--- src/hyctl_pkg.sv ---
package hyctl_pkg;

    // basic widths
    localparam int BYTE_W     = 8;
    localparam int IP_W       = 32;
    localparam int UDP_PORT_W = 16;
    // 128-byte packet buffer
    localparam int BUF_ADDR_W = 7;

    // port address map, multi-byte groups are given by their base address
    localparam logic [BYTE_W-1:0] PORT_STREAM_LINK = 8'h00;
    localparam logic [BYTE_W-1:0] PORT_PKT_CTRL    = 8'h01;
    localparam logic [BYTE_W-1:0] PORT_IP_CTRL     = 8'h02;
    localparam logic [BYTE_W-1:0] PORT_TX_LEN      = 8'h03;
    // 0x04 high byte, 0x05 low byte
    localparam logic [BYTE_W-1:0] PORT_PKT_PORT    = 8'h04;
    // 0x10-0x13, any write copies the captured packet ip
    localparam logic [BYTE_W-1:0] PORT_STREAM_IP   = 8'h10;
    // 0x14 high byte, 0x15 low byte
    localparam logic [BYTE_W-1:0] PORT_STREAM_UDP  = 8'h14;
    // 0x30-0x33, most significant byte at 0x30
    localparam logic [BYTE_W-1:0] PORT_MY_IP       = 8'h30;
    // buffer window 0x80-0xff
    localparam logic [BYTE_W-1:0] PORT_BUF_BASE    = 8'h80;

    // packet control byte
    localparam int PKT_CTRL_ARM_BIT   = 0;
    localparam int PKT_CTRL_TX_BIT    = 4;
    // ip control byte
    localparam int IP_CTRL_STATIC_BIT = 0;
    localparam int IP_CTRL_VALID_BIT  = 1;

    // tx result code from the udp core
    localparam logic [1:0] UDP_RESULT_ACCEPTED = 2'b01;

    // port-mapped processor bus
    typedef struct packed {
        logic [BYTE_W-1:0] port_id;
        logic [BYTE_W-1:0] out_port;
        logic              write_strobe;
        logic              read_strobe;
    } io_bus_t;

    // receive stream from the udp core
    typedef struct packed {
        logic                  start;
        logic [BYTE_W-1:0]     data;
        logic                  valid;
        logic                  last;
        logic [IP_W-1:0]       src_ip;
        logic [UDP_PORT_W-1:0] src_port;
    } udp_rx_t;

    // transmit stream to the udp core
    typedef struct packed {
        logic                  start;
        logic [BYTE_W-1:0]     data;
        logic                  valid;
        logic                  last;
        logic [BUF_ADDR_W-1:0] length;
        logic [IP_W-1:0]       dst_ip;
        logic [UDP_PORT_W-1:0] dst_port;
    } udp_tx_t;

    // decoded bus writes aimed at the packet engine
    typedef struct packed {
        logic                  pkt_ctrl_wr;
        logic                  tx_len_wr;
        logic                  pkt_port_wr_hi;
        logic                  pkt_port_wr_lo;
        logic                  buf_wr;
        logic [BUF_ADDR_W-1:0] buf_addr;
        logic [BYTE_W-1:0]     data;
    } pkt_wr_t;

    // engine state seen by the port block
    typedef struct packed {
        logic                  arm;
        logic                  receiving;
        logic                  transmitting;
        logic [BUF_ADDR_W-1:0] tx_len;
        logic [IP_W-1:0]       pkt_ip;
    } pkt_status_t;

    typedef struct packed {
        logic            dhcp_reset;
        logic [IP_W-1:0] static_ip;
        logic            static_ip_valid;
    } ip_cfg_t;

    typedef struct packed {
        logic                  linked;
        logic [IP_W-1:0]       ip;
        logic [UDP_PORT_W-1:0] udp_port;
    } stream_cfg_t;

endpackage

--- src/hyctl_packet_buffer.sv ---
`timescale 1ns/100ps

module hyctl_packet_buffer (
    input  logic                              clk,
    input  logic [hyctl_pkg::BUF_ADDR_W-1:0]  addr_i,
    input  logic [hyctl_pkg::BYTE_W-1:0]      wdata_i,
    input  logic                              we_i,
    output logic [hyctl_pkg::BYTE_W-1:0]      rdata_o
);

    localparam int DEPTH = 2 ** hyctl_pkg::BUF_ADDR_W;

    // single port, maps onto block or distributed ram
    logic [hyctl_pkg::BYTE_W-1:0] mem [DEPTH];

    always_ff @(posedge clk) begin
        if (we_i) begin
            mem[addr_i] <= wdata_i;
        end
    end

    // read every cycle, old data on a same-address write
    always_ff @(posedge clk) begin
        rdata_o <= mem[addr_i];
    end

endmodule

--- src/hyctl_packet_engine.sv ---
`timescale 1ns/100ps

module hyctl_packet_engine (
    input  logic                          clk,
    input  logic                          reset,
    input  hyctl_pkg::pkt_wr_t            pkt_wr_i,
    input  hyctl_pkg::udp_rx_t            udp_rx_i,
    input  logic                          udp_tx_ready_i,
    input  logic [1:0]                    udp_tx_result_i,
    output hyctl_pkg::pkt_status_t        pkt_status_o,
    output logic [hyctl_pkg::BYTE_W-1:0]  buf_rdata_o,
    output hyctl_pkg::udp_tx_t            udp_tx_o
);

    // control flags
    logic                             arm_q;
    logic                             receiving_q;
    logic                             transmitting_q;
    logic                             tx_start_q;
    logic                             tx_valid_q;
    logic                             rx_start_q;
    // packet state
    logic [hyctl_pkg::BUF_ADDR_W-1:0] addr_q;
    logic [hyctl_pkg::BUF_ADDR_W-1:0] tx_len_q;
    logic [hyctl_pkg::IP_W-1:0]       pkt_ip_q;
    logic [hyctl_pkg::UDP_PORT_W-1:0] pkt_port_q;
    // decode
    logic                             rx_start_edge;
    logic                             capture_go;
    logic                             rx_active;
    logic                             rx_byte;
    logic                             rx_done;
    logic                             tx_fire;
    logic                             tx_last;
    logic                             tx_go;
    // buffer port
    logic [hyctl_pkg::BUF_ADDR_W-1:0] buf_addr;
    logic [hyctl_pkg::BYTE_W-1:0]     buf_wdata;
    logic                             buf_we;
    logic [hyctl_pkg::BYTE_W-1:0]     buf_rdata;

    // capture starts on a rising start edge, only when armed and idle on tx
    assign rx_start_edge = udp_rx_i.start && !rx_start_q;
    assign capture_go    = arm_q && rx_start_edge && !transmitting_q;
    // first byte can come in the start cycle
    assign rx_active     = receiving_q || capture_go;
    assign rx_byte       = rx_active && udp_rx_i.valid;
    assign rx_done       = rx_byte && udp_rx_i.last;

    assign tx_go   = pkt_wr_i.pkt_ctrl_wr && pkt_wr_i.data[hyctl_pkg::PKT_CTRL_TX_BIT];
    assign tx_fire = transmitting_q && tx_valid_q && udp_tx_ready_i;
    assign tx_last = transmitting_q && (addr_q == tx_len_q);

    always_ff @(posedge clk) begin
        if (reset) begin
            rx_start_q     <= 1'b0;
            arm_q          <= 1'b0;
            receiving_q    <= 1'b0;
            transmitting_q <= 1'b0;
            tx_start_q     <= 1'b0;
            tx_valid_q     <= 1'b0;
            addr_q         <= '0;
        end else begin
            rx_start_q <= udp_rx_i.start;

            // a new arm request beats the clear from a capture
            if (pkt_wr_i.pkt_ctrl_wr && pkt_wr_i.data[hyctl_pkg::PKT_CTRL_ARM_BIT]) begin
                arm_q <= 1'b1;
            end else if (capture_go) begin
                arm_q <= 1'b0;
            end

            // a one-byte packet never enters the receiving state
            if (capture_go && !rx_done) begin
                receiving_q <= 1'b1;
            end else if (receiving_q && rx_done) begin
                receiving_q <= 1'b0;
            end

            if (tx_go) begin
                transmitting_q <= 1'b1;
            end else if (tx_fire && tx_last) begin
                transmitting_q <= 1'b0;
            end

            // start held until the udp core accepts the request
            if (tx_go) begin
                tx_start_q <= 1'b1;
            end else if (tx_start_q && (udp_tx_result_i == hyctl_pkg::UDP_RESULT_ACCEPTED)) begin
                tx_start_q <= 1'b0;
            end

            // valid rises once the buffer has read the current address,
            // and drops for a cycle after each accepted byte
            if (!transmitting_q) begin
                tx_valid_q <= 1'b0;
            end else if (!tx_valid_q) begin
                tx_valid_q <= 1'b1;
            end else if (udp_tx_ready_i) begin
                tx_valid_q <= 1'b0;
            end

            // shared byte counter, parked at zero when idle
            if (!rx_active && !transmitting_q) begin
                addr_q <= '0;
            end else if (rx_byte || tx_fire) begin
                addr_q <= addr_q + 1'b1;
            end
        end
    end

    // length and addressing
    always_ff @(posedge clk) begin
        // final address received is bytes minus one
        if (rx_done) begin
            tx_len_q <= addr_q;
        end else if (pkt_wr_i.tx_len_wr) begin
            tx_len_q <= pkt_wr_i.data[hyctl_pkg::BUF_ADDR_W-1:0];
        end
        if (capture_go) begin
            pkt_ip_q <= udp_rx_i.src_ip;
        end
        if (capture_go) begin
            pkt_port_q <= udp_rx_i.src_port;
        end else if (pkt_wr_i.pkt_port_wr_hi) begin
            pkt_port_q[15:8] <= pkt_wr_i.data;
        end else if (pkt_wr_i.pkt_port_wr_lo) begin
            pkt_port_q[7:0] <= pkt_wr_i.data;
        end
    end

    // buffer ownership: receive, then transmit, then the bus
    assign buf_addr  = (rx_active || transmitting_q) ? addr_q : pkt_wr_i.buf_addr;
    assign buf_wdata = rx_active ? udp_rx_i.data : pkt_wr_i.data;
    assign buf_we    = rx_active ? udp_rx_i.valid : (!transmitting_q && pkt_wr_i.buf_wr);

    hyctl_packet_buffer hyctl_packet_buffer_i (
        .clk     (clk),
        .addr_i  (buf_addr),
        .wdata_i (buf_wdata),
        .we_i    (buf_we),
        .rdata_o (buf_rdata)
    );

    assign buf_rdata_o = buf_rdata;

    assign pkt_status_o.arm          = arm_q;
    assign pkt_status_o.receiving    = receiving_q;
    assign pkt_status_o.transmitting = transmitting_q;
    assign pkt_status_o.tx_len       = tx_len_q;
    assign pkt_status_o.pkt_ip       = pkt_ip_q;

    assign udp_tx_o.start    = tx_start_q;
    assign udp_tx_o.data     = buf_rdata;
    assign udp_tx_o.valid    = tx_valid_q;
    assign udp_tx_o.last     = tx_last;
    assign udp_tx_o.length   = tx_len_q + 1'b1;
    assign udp_tx_o.dst_ip   = pkt_ip_q;
    assign udp_tx_o.dst_port = pkt_port_q;

endmodule

--- src/hyctl_io_ports.sv ---
`timescale 1ns/100ps

module hyctl_io_ports (
    input  logic                              clk,
    input  logic                              reset,
    input  hyctl_pkg::io_bus_t                io_bus_i,
    input  logic [hyctl_pkg::IP_W-1:0]        ext_ip_i,
    input  logic                              ext_ip_force_i,
    input  hyctl_pkg::pkt_status_t            pkt_status_i,
    input  logic [hyctl_pkg::BYTE_W-1:0]      buf_rdata_i,
    output hyctl_pkg::pkt_wr_t                pkt_wr_o,
    output logic [hyctl_pkg::BYTE_W-1:0]      in_port_o,
    output hyctl_pkg::ip_cfg_t                ip_cfg_o,
    output hyctl_pkg::stream_cfg_t            stream_cfg_o
);

    // receiving flag position in the packet status byte
    localparam int STAT_RX_BIT = 1;

    logic [hyctl_pkg::BYTE_W-1:0]     port_id;
    logic [hyctl_pkg::BYTE_W-1:0]     wdata;
    logic                             wr_en;
    // big endian byte lane, 0x30 selects bits 31:24
    logic [1:0]                       byte_sel;
    logic                             hit_my_ip;
    logic                             hit_stream_ip;
    logic                             hit_stream_udp;
    logic                             hit_pkt_port;
    // configuration state
    logic                             linked_q;
    logic                             use_static_q;
    logic                             static_valid_q;
    logic [hyctl_pkg::IP_W-1:0]       my_ip_q;
    logic [hyctl_pkg::IP_W-1:0]       stream_ip_q;
    logic [hyctl_pkg::UDP_PORT_W-1:0] stream_udp_q;
    // ip read-back
    logic                             use_ext_ip;
    logic [hyctl_pkg::IP_W-1:0]       ip_src;
    logic [hyctl_pkg::BYTE_W-1:0]     ip_byte_q;
    logic [hyctl_pkg::BYTE_W-1:0]     status_byte;

    assign port_id  = io_bus_i.port_id;
    assign wdata    = io_bus_i.out_port;
    // a cycle with both strobes is not a valid bus write
    assign wr_en    = io_bus_i.write_strobe && !io_bus_i.read_strobe;
    assign byte_sel = 2'd3 - port_id[1:0];

    assign hit_my_ip      = port_id[7:2] == hyctl_pkg::PORT_MY_IP[7:2];
    assign hit_stream_ip  = port_id[7:2] == hyctl_pkg::PORT_STREAM_IP[7:2];
    assign hit_stream_udp = port_id[7:1] == hyctl_pkg::PORT_STREAM_UDP[7:1];
    assign hit_pkt_port   = port_id[7:1] == hyctl_pkg::PORT_PKT_PORT[7:1];

    // engine writes, the buffer address also serves bus reads
    assign pkt_wr_o.pkt_ctrl_wr    = wr_en && (port_id == hyctl_pkg::PORT_PKT_CTRL);
    assign pkt_wr_o.tx_len_wr      = wr_en && (port_id == hyctl_pkg::PORT_TX_LEN);
    assign pkt_wr_o.pkt_port_wr_hi = wr_en && hit_pkt_port && !port_id[0];
    assign pkt_wr_o.pkt_port_wr_lo = wr_en && hit_pkt_port && port_id[0];
    assign pkt_wr_o.buf_wr         = wr_en && port_id[7];
    assign pkt_wr_o.buf_addr       = port_id[hyctl_pkg::BUF_ADDR_W-1:0];
    assign pkt_wr_o.data           = wdata;

    // control bits
    always_ff @(posedge clk) begin
        if (reset) begin
            linked_q       <= 1'b0;
            use_static_q   <= 1'b0;
            static_valid_q <= 1'b0;
        end else if (wr_en) begin
            if (port_id == hyctl_pkg::PORT_STREAM_LINK) begin
                linked_q <= wdata[0];
            end
            if (port_id == hyctl_pkg::PORT_IP_CTRL) begin
                use_static_q   <= wdata[hyctl_pkg::IP_CTRL_STATIC_BIT];
                static_valid_q <= wdata[hyctl_pkg::IP_CTRL_VALID_BIT];
            end
        end
    end

    // address and port payload
    always_ff @(posedge clk) begin
        if (wr_en && hit_my_ip) begin
            my_ip_q[byte_sel*hyctl_pkg::BYTE_W +: hyctl_pkg::BYTE_W] <= wdata;
        end
        // stream ip is not written bytewise, it takes the last packet source
        if (wr_en && hit_stream_ip) begin
            stream_ip_q <= pkt_status_i.pkt_ip;
        end
        if (wr_en && hit_stream_udp) begin
            if (port_id[0]) begin
                stream_udp_q[7:0] <= wdata;
            end else begin
                stream_udp_q[15:8] <= wdata;
            end
        end
    end

    // external ip wins unless static is selected and not forced off
    assign use_ext_ip = !use_static_q || ext_ip_force_i;
    assign ip_src     = use_ext_ip ? ext_ip_i : my_ip_q;

    // registered like the buffer so both reads take the same two cycles
    always_ff @(posedge clk) begin
        ip_byte_q <= ip_src[byte_sel*hyctl_pkg::BYTE_W +: hyctl_pkg::BYTE_W];
    end

    always_comb begin
        status_byte = '0;
        status_byte[hyctl_pkg::PKT_CTRL_TX_BIT]  = pkt_status_i.transmitting;
        status_byte[STAT_RX_BIT]                 = pkt_status_i.receiving;
        status_byte[hyctl_pkg::PKT_CTRL_ARM_BIT] = pkt_status_i.arm;
    end

    // read data, everything unmapped reads zero
    always_comb begin
        in_port_o = '0;
        if (port_id[7]) begin
            in_port_o = buf_rdata_i;
        end else if (hit_my_ip) begin
            in_port_o = ip_byte_q;
        end else if (port_id == hyctl_pkg::PORT_TX_LEN) begin
            in_port_o = {1'b0, pkt_status_i.tx_len};
        end else if (port_id == hyctl_pkg::PORT_PKT_CTRL) begin
            in_port_o = status_byte;
        end
    end

    // dhcp is held in reset while a static ip is in use
    assign ip_cfg_o.dhcp_reset      = use_static_q;
    assign ip_cfg_o.static_ip       = my_ip_q;
    assign ip_cfg_o.static_ip_valid = static_valid_q;

    assign stream_cfg_o.linked   = linked_q;
    assign stream_cfg_o.ip       = stream_ip_q;
    assign stream_cfg_o.udp_port = stream_udp_q;

endmodule

--- src/hyctl_top.sv ---
`timescale 1ns/100ps

module hyctl_top (
    input  logic                          clk,
    input  logic                          reset,
    // processor port bus
    input  hyctl_pkg::io_bus_t            io_bus_i,
    output logic [hyctl_pkg::BYTE_W-1:0]  in_port_o,
    // udp core
    input  hyctl_pkg::udp_rx_t            udp_rx_i,
    input  logic                          udp_tx_ready_i,
    input  logic [1:0]                    udp_tx_result_i,
    output hyctl_pkg::udp_tx_t            udp_tx_o,
    // ip address source, force overrides any static setting
    input  logic [hyctl_pkg::IP_W-1:0]    ext_ip_i,
    input  logic                          ext_ip_force_i,
    // configuration out
    output hyctl_pkg::ip_cfg_t            ip_cfg_o,
    output hyctl_pkg::stream_cfg_t        stream_cfg_o
);

    // port block to engine
    hyctl_pkg::pkt_wr_t           pkt_wr;
    // engine back to port block
    hyctl_pkg::pkt_status_t       pkt_status;
    logic [hyctl_pkg::BYTE_W-1:0] buf_rdata;

    // register file and read mux
    hyctl_io_ports hyctl_io_ports_i (
        .clk            (clk),
        .reset          (reset),
        .io_bus_i       (io_bus_i),
        .ext_ip_i       (ext_ip_i),
        .ext_ip_force_i (ext_ip_force_i),
        .pkt_status_i   (pkt_status),
        .buf_rdata_i    (buf_rdata),
        .pkt_wr_o       (pkt_wr),
        .in_port_o      (in_port_o),
        .ip_cfg_o       (ip_cfg_o),
        .stream_cfg_o   (stream_cfg_o)
    );

    // rx capture, tx streaming and the packet buffer
    hyctl_packet_engine hyctl_packet_engine_i (
        .clk             (clk),
        .reset           (reset),
        .pkt_wr_i        (pkt_wr),
        .udp_rx_i        (udp_rx_i),
        .udp_tx_ready_i  (udp_tx_ready_i),
        .udp_tx_result_i (udp_tx_result_i),
        .pkt_status_o    (pkt_status),
        .buf_rdata_o     (buf_rdata),
        .udp_tx_o        (udp_tx_o)
    );

endmodule

--- config.mk ---
export PLATFORM = sky130hd
export DESIGN_NAME = hyctl_top
export DESIGN_NICKNAME = d
export VERILOG_FILES = /design/src/hyctl_pkg.sv /design/src/hyctl_packet_buffer.sv /design/src/hyctl_packet_engine.sv /design/src/hyctl_io_ports.sv /design/src/hyctl_top.sv
export SDC_FILE = /design/constraint.sdc
export NUM_CORES = 1
export LEC_CHECK = 0
export BUFFER_PORTS_ARGS = -buffer_cell sky130_fd_sc_hd__clkbuf_2
export CORE_UTILIZATION = 25
export CTS_BUF_LIST = sky130_fd_sc_hd__clkbuf_2
export DETAILED_ROUTE_END_ITERATION = 6
export PLACE_DENSITY = 0.39
export SETUP_SLACK_MARGIN = 0.4
export SYNTH_ARGS = -nofsm -noshare
export SYNTH_HDL_FRONTEND = slang
export SYNTH_SLANG_ARGS = --single-unit
--- constraint.sdc ---
create_clock -name clk -period 5.95 [get_ports clk]
set_clock_uncertainty 0.1 [all_clocks]
set_input_delay 0.8925 -clock clk [delete_from_list [all_inputs] [get_ports clk]]
set_output_delay 0.8925 -clock clk [all_outputs]
set_load 0.01 [all_outputs]
==> qor.yml, run 1 <==
row_count: 158
maxClockFrequency_ghz: 0.225
regToRegSetupSlack_ns: 1.50
maximum_number_of_pins_on_one_net_before_global_route_repair: 129
synth_edf_count: 1159
design.die.area_mm2: 0.190
cts_root_buf: "sky130_fd_sc_hd__clkbuf_2"
routed_wire_per_std_cell_um: 24.7
remaining_drc_errors: 0
nets: 3617
yosysSeqAreaShare: 0.754
min_path_type: "in2reg"
place_congestion: 0.868
tritoncts: "done"
worstPathCellList: "or3b_1 > o211ai_4 > buf_12 > buf_12 > mux2i_1 > o22ai_1 > o21ai_0 > a41oi_1 > or4_1"
cts_max_path_buffers: 4
yosys_warnings: 0
power_density_mw_per_mm2: 284
max_stage_delay_ns: 0.70
worst_path_dominant_cell_family: "compound AO/OA/AOI/OAI gates"
layout-drive-gt1-share: 0.245
drt_first_iter_violations: 1772
setup_viol_count_final: 0
syn_avg_cell_area_um2: 16.8
placeableCoreArea_mm2: 0.186
dp_cells: 5426
avgViaCountPerCell: 4.52
synth_top_area_share: 0.741
tightestPinTransition_ns: 1.12
initial_core_utilization: 0.253
grt_overflow: 0
boundary_pin_count: 272
cts.clk_slew.worst_paths_ns: 0.10
hold-path-cell-count: 5
cpMostUsedCell: "sky130_fd_sc_hd__buf_12"
clock_insertion_delay_worst_skew_ns: 1.60
status: "finished, final reports clean"
vias_in_the_first_global_route: 29100
drt_pass1_iterations: 5
final-hold-violation-count: 0
drt.antenna.violating_nets: 0
dieHeight_um: 436
critPathCaptureType: "flop"
fin_crit_sh: 0.748
post_cts_resized: 0
grt_antenna_before_repair: 10
grt_usage: 0.159
total_leakage_power_nw: 19.9
final_common_cell: "sky130_fd_sc_hd__edfxtp_1"
cts_sinks: 1191
grt_setup_unrepaired: "false"
timing.reg2reg.worst_path_depth: 9
worst_path_max_delay_cell: "sky130_fd_sc_hd__o211ai_4"
synth.net_count: 2918
finalCriticalPeriod_ns: 4.45
final_cell_mix: "sky130_fd_sc_hd__edfxtp_1, sky130_fd_sc_hd__clkbuf_2, sky130_fd_sc_hd__mux2i_1"
maxSlewHeadroom: 0.243
postLayoutCoreUtil: 0.303
h_tree_depth: 5
stdcell_count: 6218
synth_async_sr_flop_share: 0
synth_area_leaders: "sky130_fd_sc_hd__edfxtp_1, sky130_fd_sc_hd__mux2i_1, sky130_fd_sc_hd__o22ai_1, sky130_fd_sc_hd__dfxtp_1, sky130_fd_sc_hd__o21ai_0"
postSynthCellCount: 2796
worstSetupStartpointType: "flop"
numCtsBuffers: 340
grt_pass1_wl_um: 217000
timing_max_transition_violations_final: 0
worst-setup-path-type: "reg2reg"
die_x_um: 436
syn2layout_area_growth_pct: 19.8
synth_ff_type: "sky130_fd_sc_hd__edfxtp_1"
fin_tns_setup_ns: 0
detailroute.via_count: 28100
routed_wl_um: 154000
mappedNetlistArea_mm2: 0.0470
critical_path_peak_fanout: 40
dp_hpwl_um: 95800
numPortBuffers: 271
timing.critical_path.buf_inv: 2
cp.required_ns: 7.35
yosys.cell_types.count: 52
total_number_of_cells_along_the_worst_setup_path: 9
most_area_hungry_cell_type_in_the_yosys_netlist: "sky130_fd_sc_hd__edfxtp_1"
timing.critical_path.arrival_ns: 5.86
yosys_register_bits: 1191
cap_violations: 0
ir_worst_vdd_mv: 0.132
-- timing repair --
item	4_1_cts	5_1_grt
hold buffers	207	0
endpoints found under the hold margin	924	0
endpoints found under the setup margin	0	0
buffers inserted	0	0
-- state kept, by name (all words and copies together), names as in the netlist --
register,flops
hyctl_packet_engine_i.hyctl_packet_buffer_i.mem,1024
hyctl_io_ports_i.my_ip_q,32
hyctl_io_ports_i.stream_ip_q,32
hyctl_packet_engine_i.pkt_ip_q,32
hyctl_io_ports_i.stream_udp_q,16
hyctl_packet_engine_i.pkt_port_q,16
hyctl_io_ports_i.ip_byte_q,8
hyctl_packet_engine_i.hyctl_packet_buffer_i.rdata_o,8
hyctl_packet_engine_i.addr_q,7
hyctl_packet_engine_i.tx_len_q,7
hyctl_io_ports_i.linked_q,1
hyctl_io_ports_i.static_valid_q,1
hyctl_io_ports_i.use_static_q,1
hyctl_packet_engine_i.arm_q,1
hyctl_packet_engine_i.receiving_q,1
hyctl_packet_engine_i.rx_start_q,1
hyctl_packet_engine_i.transmitting_q,1
hyctl_packet_engine_i.tx_start_q,1
hyctl_packet_engine_i.tx_valid_q,1
-- cell families after synthesis --
kind of cell / Yosys count / share of synthesized area
fa+ha+maj: 7 / 0.00186
flops: 1191 / 0.754
compound gates: 463 / 0.0603
simple gates: 355 / 0.0347
mux: 544 / 0.120
buf+inv: 219 / 0.0253
xor+xnor: 17 / 0.00317
-- area by class of cell --
class                   instances  area (um^2)
diodes                         17         42.5
clock buffers                 502         2510
clock inverters                66          280
repair buffers                563         4300
well taps                    2480         3100
inverters                      13         48.8
flip-flops and latches       1191        35400
multi-input cells            1386        10600
fillers                     18700       130000
-- routing by layer --
| layer | part of all wire | wire (um) | vias up | global-route usage |
|---|---|---|---|---|
| met1 | 0.44 | 68200 | 14400 | 0.207 |
| met5 | 0 | 0 | - | 0 |
| met4 | 0.023 | 3480 | 0 | 0.0540 |
| met2 | 0.48 | 74500 | 893 | 0.262 |
| li1 | - | - | 12600 | - |
| met3 | 0.050 | 7670 | 245 | 0.0325 |
-- power by group --
| group | switching (mW) | leakage [nW] | internal, mW | total, mW |
|---|---|---|---|---|
| sequential | 0.0414 | 10.6 | 9.20 | 9.24 |
| clock | 3.50 | 2.22 | 2.26 | 5.75 |
| combinational | 0.648 | 7.07 | 0.366 | 1.01 |
-- worst paths after layout --
check / from / endpoint
hold / removal: ext_ip_i[25] / hyctl_io_ports_i.ip_byte_q[1]
setup reg to reg: hyctl_packet_engine_i.transmitting_q / flop
hold reg to reg: hyctl_packet_engine_i.pkt_ip_q[8] / hyctl_io_ports_i.stream_ip_q[8]
setup / recovery: hyctl_packet_engine_i.transmitting_q / flop
-- cell usage after synthesis (16+ instances only) --
cell and instances:
sky130_fd_sc_hd__o21ai_0 125, sky130_fd_sc_hd__mux4_2 16, sky130_fd_sc_hd__and2_1 32, sky130_fd_sc_hd__buf_4 69
sky130_fd_sc_hd__dfxtp_1 32, sky130_fd_sc_hd__edfxtp_1 1159, sky130_fd_sc_hd__clkbuf_1 40, sky130_fd_sc_hd__nor2_1 146
sky130_fd_sc_hd__a41oi_1 32, sky130_fd_sc_hd__buf_2 87, sky130_fd_sc_hd__nand2_1 97, sky130_fd_sc_hd__mux2i_1 514
sky130_fd_sc_hd__o22ai_1 256
-- worst register-to-register path, stage by stage, from the launching register on --
cell and delay, ns:
sky130_fd_sc_hd__dfxtp_1 0.44, sky130_fd_sc_hd__or3b_1 0.49, sky130_fd_sc_hd__o211ai_4 0.70, sky130_fd_sc_hd__buf_12 0.40, sky130_fd_sc_hd__buf_12 0.37, sky130_fd_sc_hd__mux2i_1 0.36, sky130_fd_sc_hd__o22ai_1 0.14, sky130_fd_sc_hd__o21ai_0 0.43
sky130_fd_sc_hd__a41oi_1 0.40, sky130_fd_sc_hd__or4_1 0.61
-- through the flow --
step           hold slack (ns)  setup WS (ns)  total power [mW]  instance area [um^2]
6_report                 0.283           1.50              16.0                 56300
5_1_grt                 0.0498           1.23              16.7                 56300
3_3_place_gp             0.332          0.889              10.4                 51400
4_1_cts                 0.0118           1.20              16.3                 56300
3_5_place_dp             0.345          0.911              10.3                 51400
2_1_floorplan            0.328           1.39              9.88                 47000
No activity file was read; power rests on OpenSTA's default activity.
==> run 2: changes to the inputs <==
==> constraint.sdc (replaced) <==
create_clock -name clk -period 4.4 [get_ports clk]
set_clock_uncertainty 0.1 [all_clocks]
set_input_delay 0.66 -clock clk [delete_from_list [all_inputs] [get_ports clk]]
set_output_delay 0.66 -clock clk [all_outputs]
set_load 0.01 [all_outputs]
==> run 2 against run 1 <==
Compared with the run above: first-iteration DRC count shrank 2.4%; final cell count grew 3.9%; critical path depth grew 1; hold slack got worse by 0.058 ns; combinational power is 47% higher; largest cell class unchanged; global-route usage rose by 0.10 points; sequential power increased by 35%; cell area rose by 4.4%; count of clock-buffer cells in the layout rose by 6; highest routed layer unchanged.
==> qor.yml, run 2 (synthesis gave the netlist of run 1 again) <==
setup_viol_count_final: 0
avgViaCountPerCell: 4.48
fin_tns_setup_ns: 0
nets: 3851
numPortBuffers: 271
grt_setup_unrepaired: "true"
postLayoutSetupSlackWorst_ns: 0.428
final-hold-violation-count: 0
max_stage_delay_ns: 0.60
min_path_type: "in2reg"
power_density_mw_per_mm2: 374
final_cell_mix: "sky130_fd_sc_hd__edfxtp_1, sky130_fd_sc_hd__clkbuf_2, sky130_fd_sc_hd__mux2i_1"
hold-path-cell-count: 3
cts_sinks: 1191
fin_crit_sh: 0.903
finalCriticalPeriod_ns: 3.97
critPathCaptureType: "output port"
swShare: 0.260
timing.critical_path.arrival_ns: 3.21
dp_hpwl_um: 96600
h_tree_depth: 5
largest_register_ff_count: 1024
share_clk_of_total_power: 0.364
boundary_pin_count: 272
grt_overflow: 0
worstPathCellList: "dlygate4sd3_1 > clkbuf_2 > dlygate4sd3_1 > buf_8 > ha_2 > inv_4 > nor2_2 > a222oi_1 > inv_1 > clkbuf_2"
p_int_mw: 16.3
routed_wire_per_std_cell_um: 23.9
grt_antenna_before_repair: 10
timing.reg2reg.worst_path_depth: 10
syn2layout_area_growth_pct: 25.1
grt_usage: 0.160
cap_violations: 0
vias_in_the_first_global_route: 29800
routed_wl_um: 155000
ir_worst_vdd_mv: 0.190
detailroute.via_count: 28900
dieHeight_um: 436
drt.antenna.violating_nets: 0
timing.critical_path.buf_inv: 7
grt_pass1_wl_um: 220000
cts_root_buf: "sky130_fd_sc_hd__clkbuf_2"
fill_cells: 18500
drt_first_iter_violations: 1730
numCtsBuffers: 345
maxClockFrequency_ghz: 0.252
layout-drive-gt1-share: 0.276
die_x_um: 436
design.die.area_mm2: 0.190
net-switching-power_mw: 5.72
row_count: 158
largest-register: "hyctl_packet_engine_i.hyctl_packet_buffer_i.mem"
share_comb_of_total_power: 0.067
total_leakage_power_nw: 21.2
share_seq_of_total_power: 0.569
clock_insertion_delay_worst_skew_ns: 1.70
worst-setup-path-type: "in2out"
critical_path_peak_fanout: 14
maximum_number_of_pins_on_one_net_before_global_route_repair: 87
cts_max_path_buffers: 4
cts.clk_slew.worst_paths_ns: 0.10
total_number_of_cells_along_the_worst_setup_path: 10
maxSlewHeadroom: 0.222
holdWs_ns: 0.224
postLayoutCoreUtil: 0.316
status: "finished, final reports clean"
remaining_drc_errors: 0
cp.required_ns: 3.64
worst_path_max_delay_cell: "sky130_fd_sc_hd__dlygate4sd3_1"
worstSetupStartpointType: "primary input"
timing_max_transition_violations_final: 0
pre_cts_slack_ns: 0.0999
tritoncts: "done"
worst_path_dominant_cell_family: "buffers and inverters"
place_congestion: 0.828
tightestPinTransition_ns: 1.16
final_common_cell: "sky130_fd_sc_hd__edfxtp_1"
placeableCoreArea_mm2: 0.186
initial_core_utilization: 0.253
drt_pass1_iterations: 5
[run 2: changes by cell type in the layout (fill, tap and decap cells not counted), sizes merged]
cell and delta:
clkbuf +6, buf +155, dlygate4sd3 +74, bufinv +2
diode -5, clkinv +10
[run 2: path summary, 6_finish.rpt]
path / to / slack [ns] / start
hold / removal: flop / 0.22 / io_bus_i[6]
hold reg to reg: hyctl_io_ports_i.stream_ip_q[10] / 0.35 / hyctl_packet_engine_i.pkt_ip_q[10]
setup reg to reg: flop / 0.49 / hyctl_packet_engine_i.receiving_q
setup / recovery: in_port_o[2] / 0.43 / io_bus_i[11]
[run 2: final cells by class]
class / count / area, um^2 / share of cell area
sequential: 1191 / 35400 / 0.603
multi-input combinational: 1386 / 10700 / 0.182
timing repair buffer: 792 / 6510 / 0.111
tap: 2480 / 3100 / 0.0528
clock buffer: 508 / 2540 / 0.0432
clock inverter: 78 / 383 / 0.00651
inverter: 13 / 51.3 / 0.000872
antenna: 12 / 30.0 / 0.000511
[run 2: through the flow]
stage	instance area, um^2	std cells	power (mW)
4_1_cts	58700	6447	22.4
5_1_grt	58800	6458	23.0
6_report	58800	6460	22.0
2_1_floorplan	47000	2796	13.4
3_5_place_dp	52800	5569	14.0
3_3_place_gp	52800	5569	14.0
[run 2: per-layer routing]
metal / share of wire / global-route usage / vias up
met5: 0 / 0 / -
met4: 0.035 / 0.0658 / 0
met3: 0.052 / 0.0344 / 294
met2: 0.47 / 0.259 / 944
met1: 0.44 / 0.206 / 14600
li1: - / - / 13100
[run 2: what timing repair did]
action | in CTS | in global routing
cloned | 0 | 0
setup buffers | 11 | 1
hold buffers | 281 | 0
endpoints found under the hold margin | 2004 | 0
endpoints found under the setup margin | 6 | 10
resized for setup | 18 | 8
pin swaps | 3 | 5
[run 2: power by group through the flow]
| stage | registers, mW | logic [mW] | clock network [mW] |
|---|---|---|---|
| global route | 12.5 | 1.58 | 8.94 |
| global placement | 12.8 | 1.29 | 0 |
| finish | 12.5 | 1.48 | 7.99 |
| detailed placement | 12.8 | 1.29 | 0 |
| floorplan | 12.7 | 0.642 | 0 |
| CTS | 12.5 | 1.50 | 8.35 |
[run 2: tightest hold or removal path, stage by stage]
cell and delay (ns):
sky130_fd_sc_hd__dlygate4sd3_1 0.52, sky130_fd_sc_hd__clkbuf_2 0.16, sky130_fd_sc_hd__mux2_8 0.46
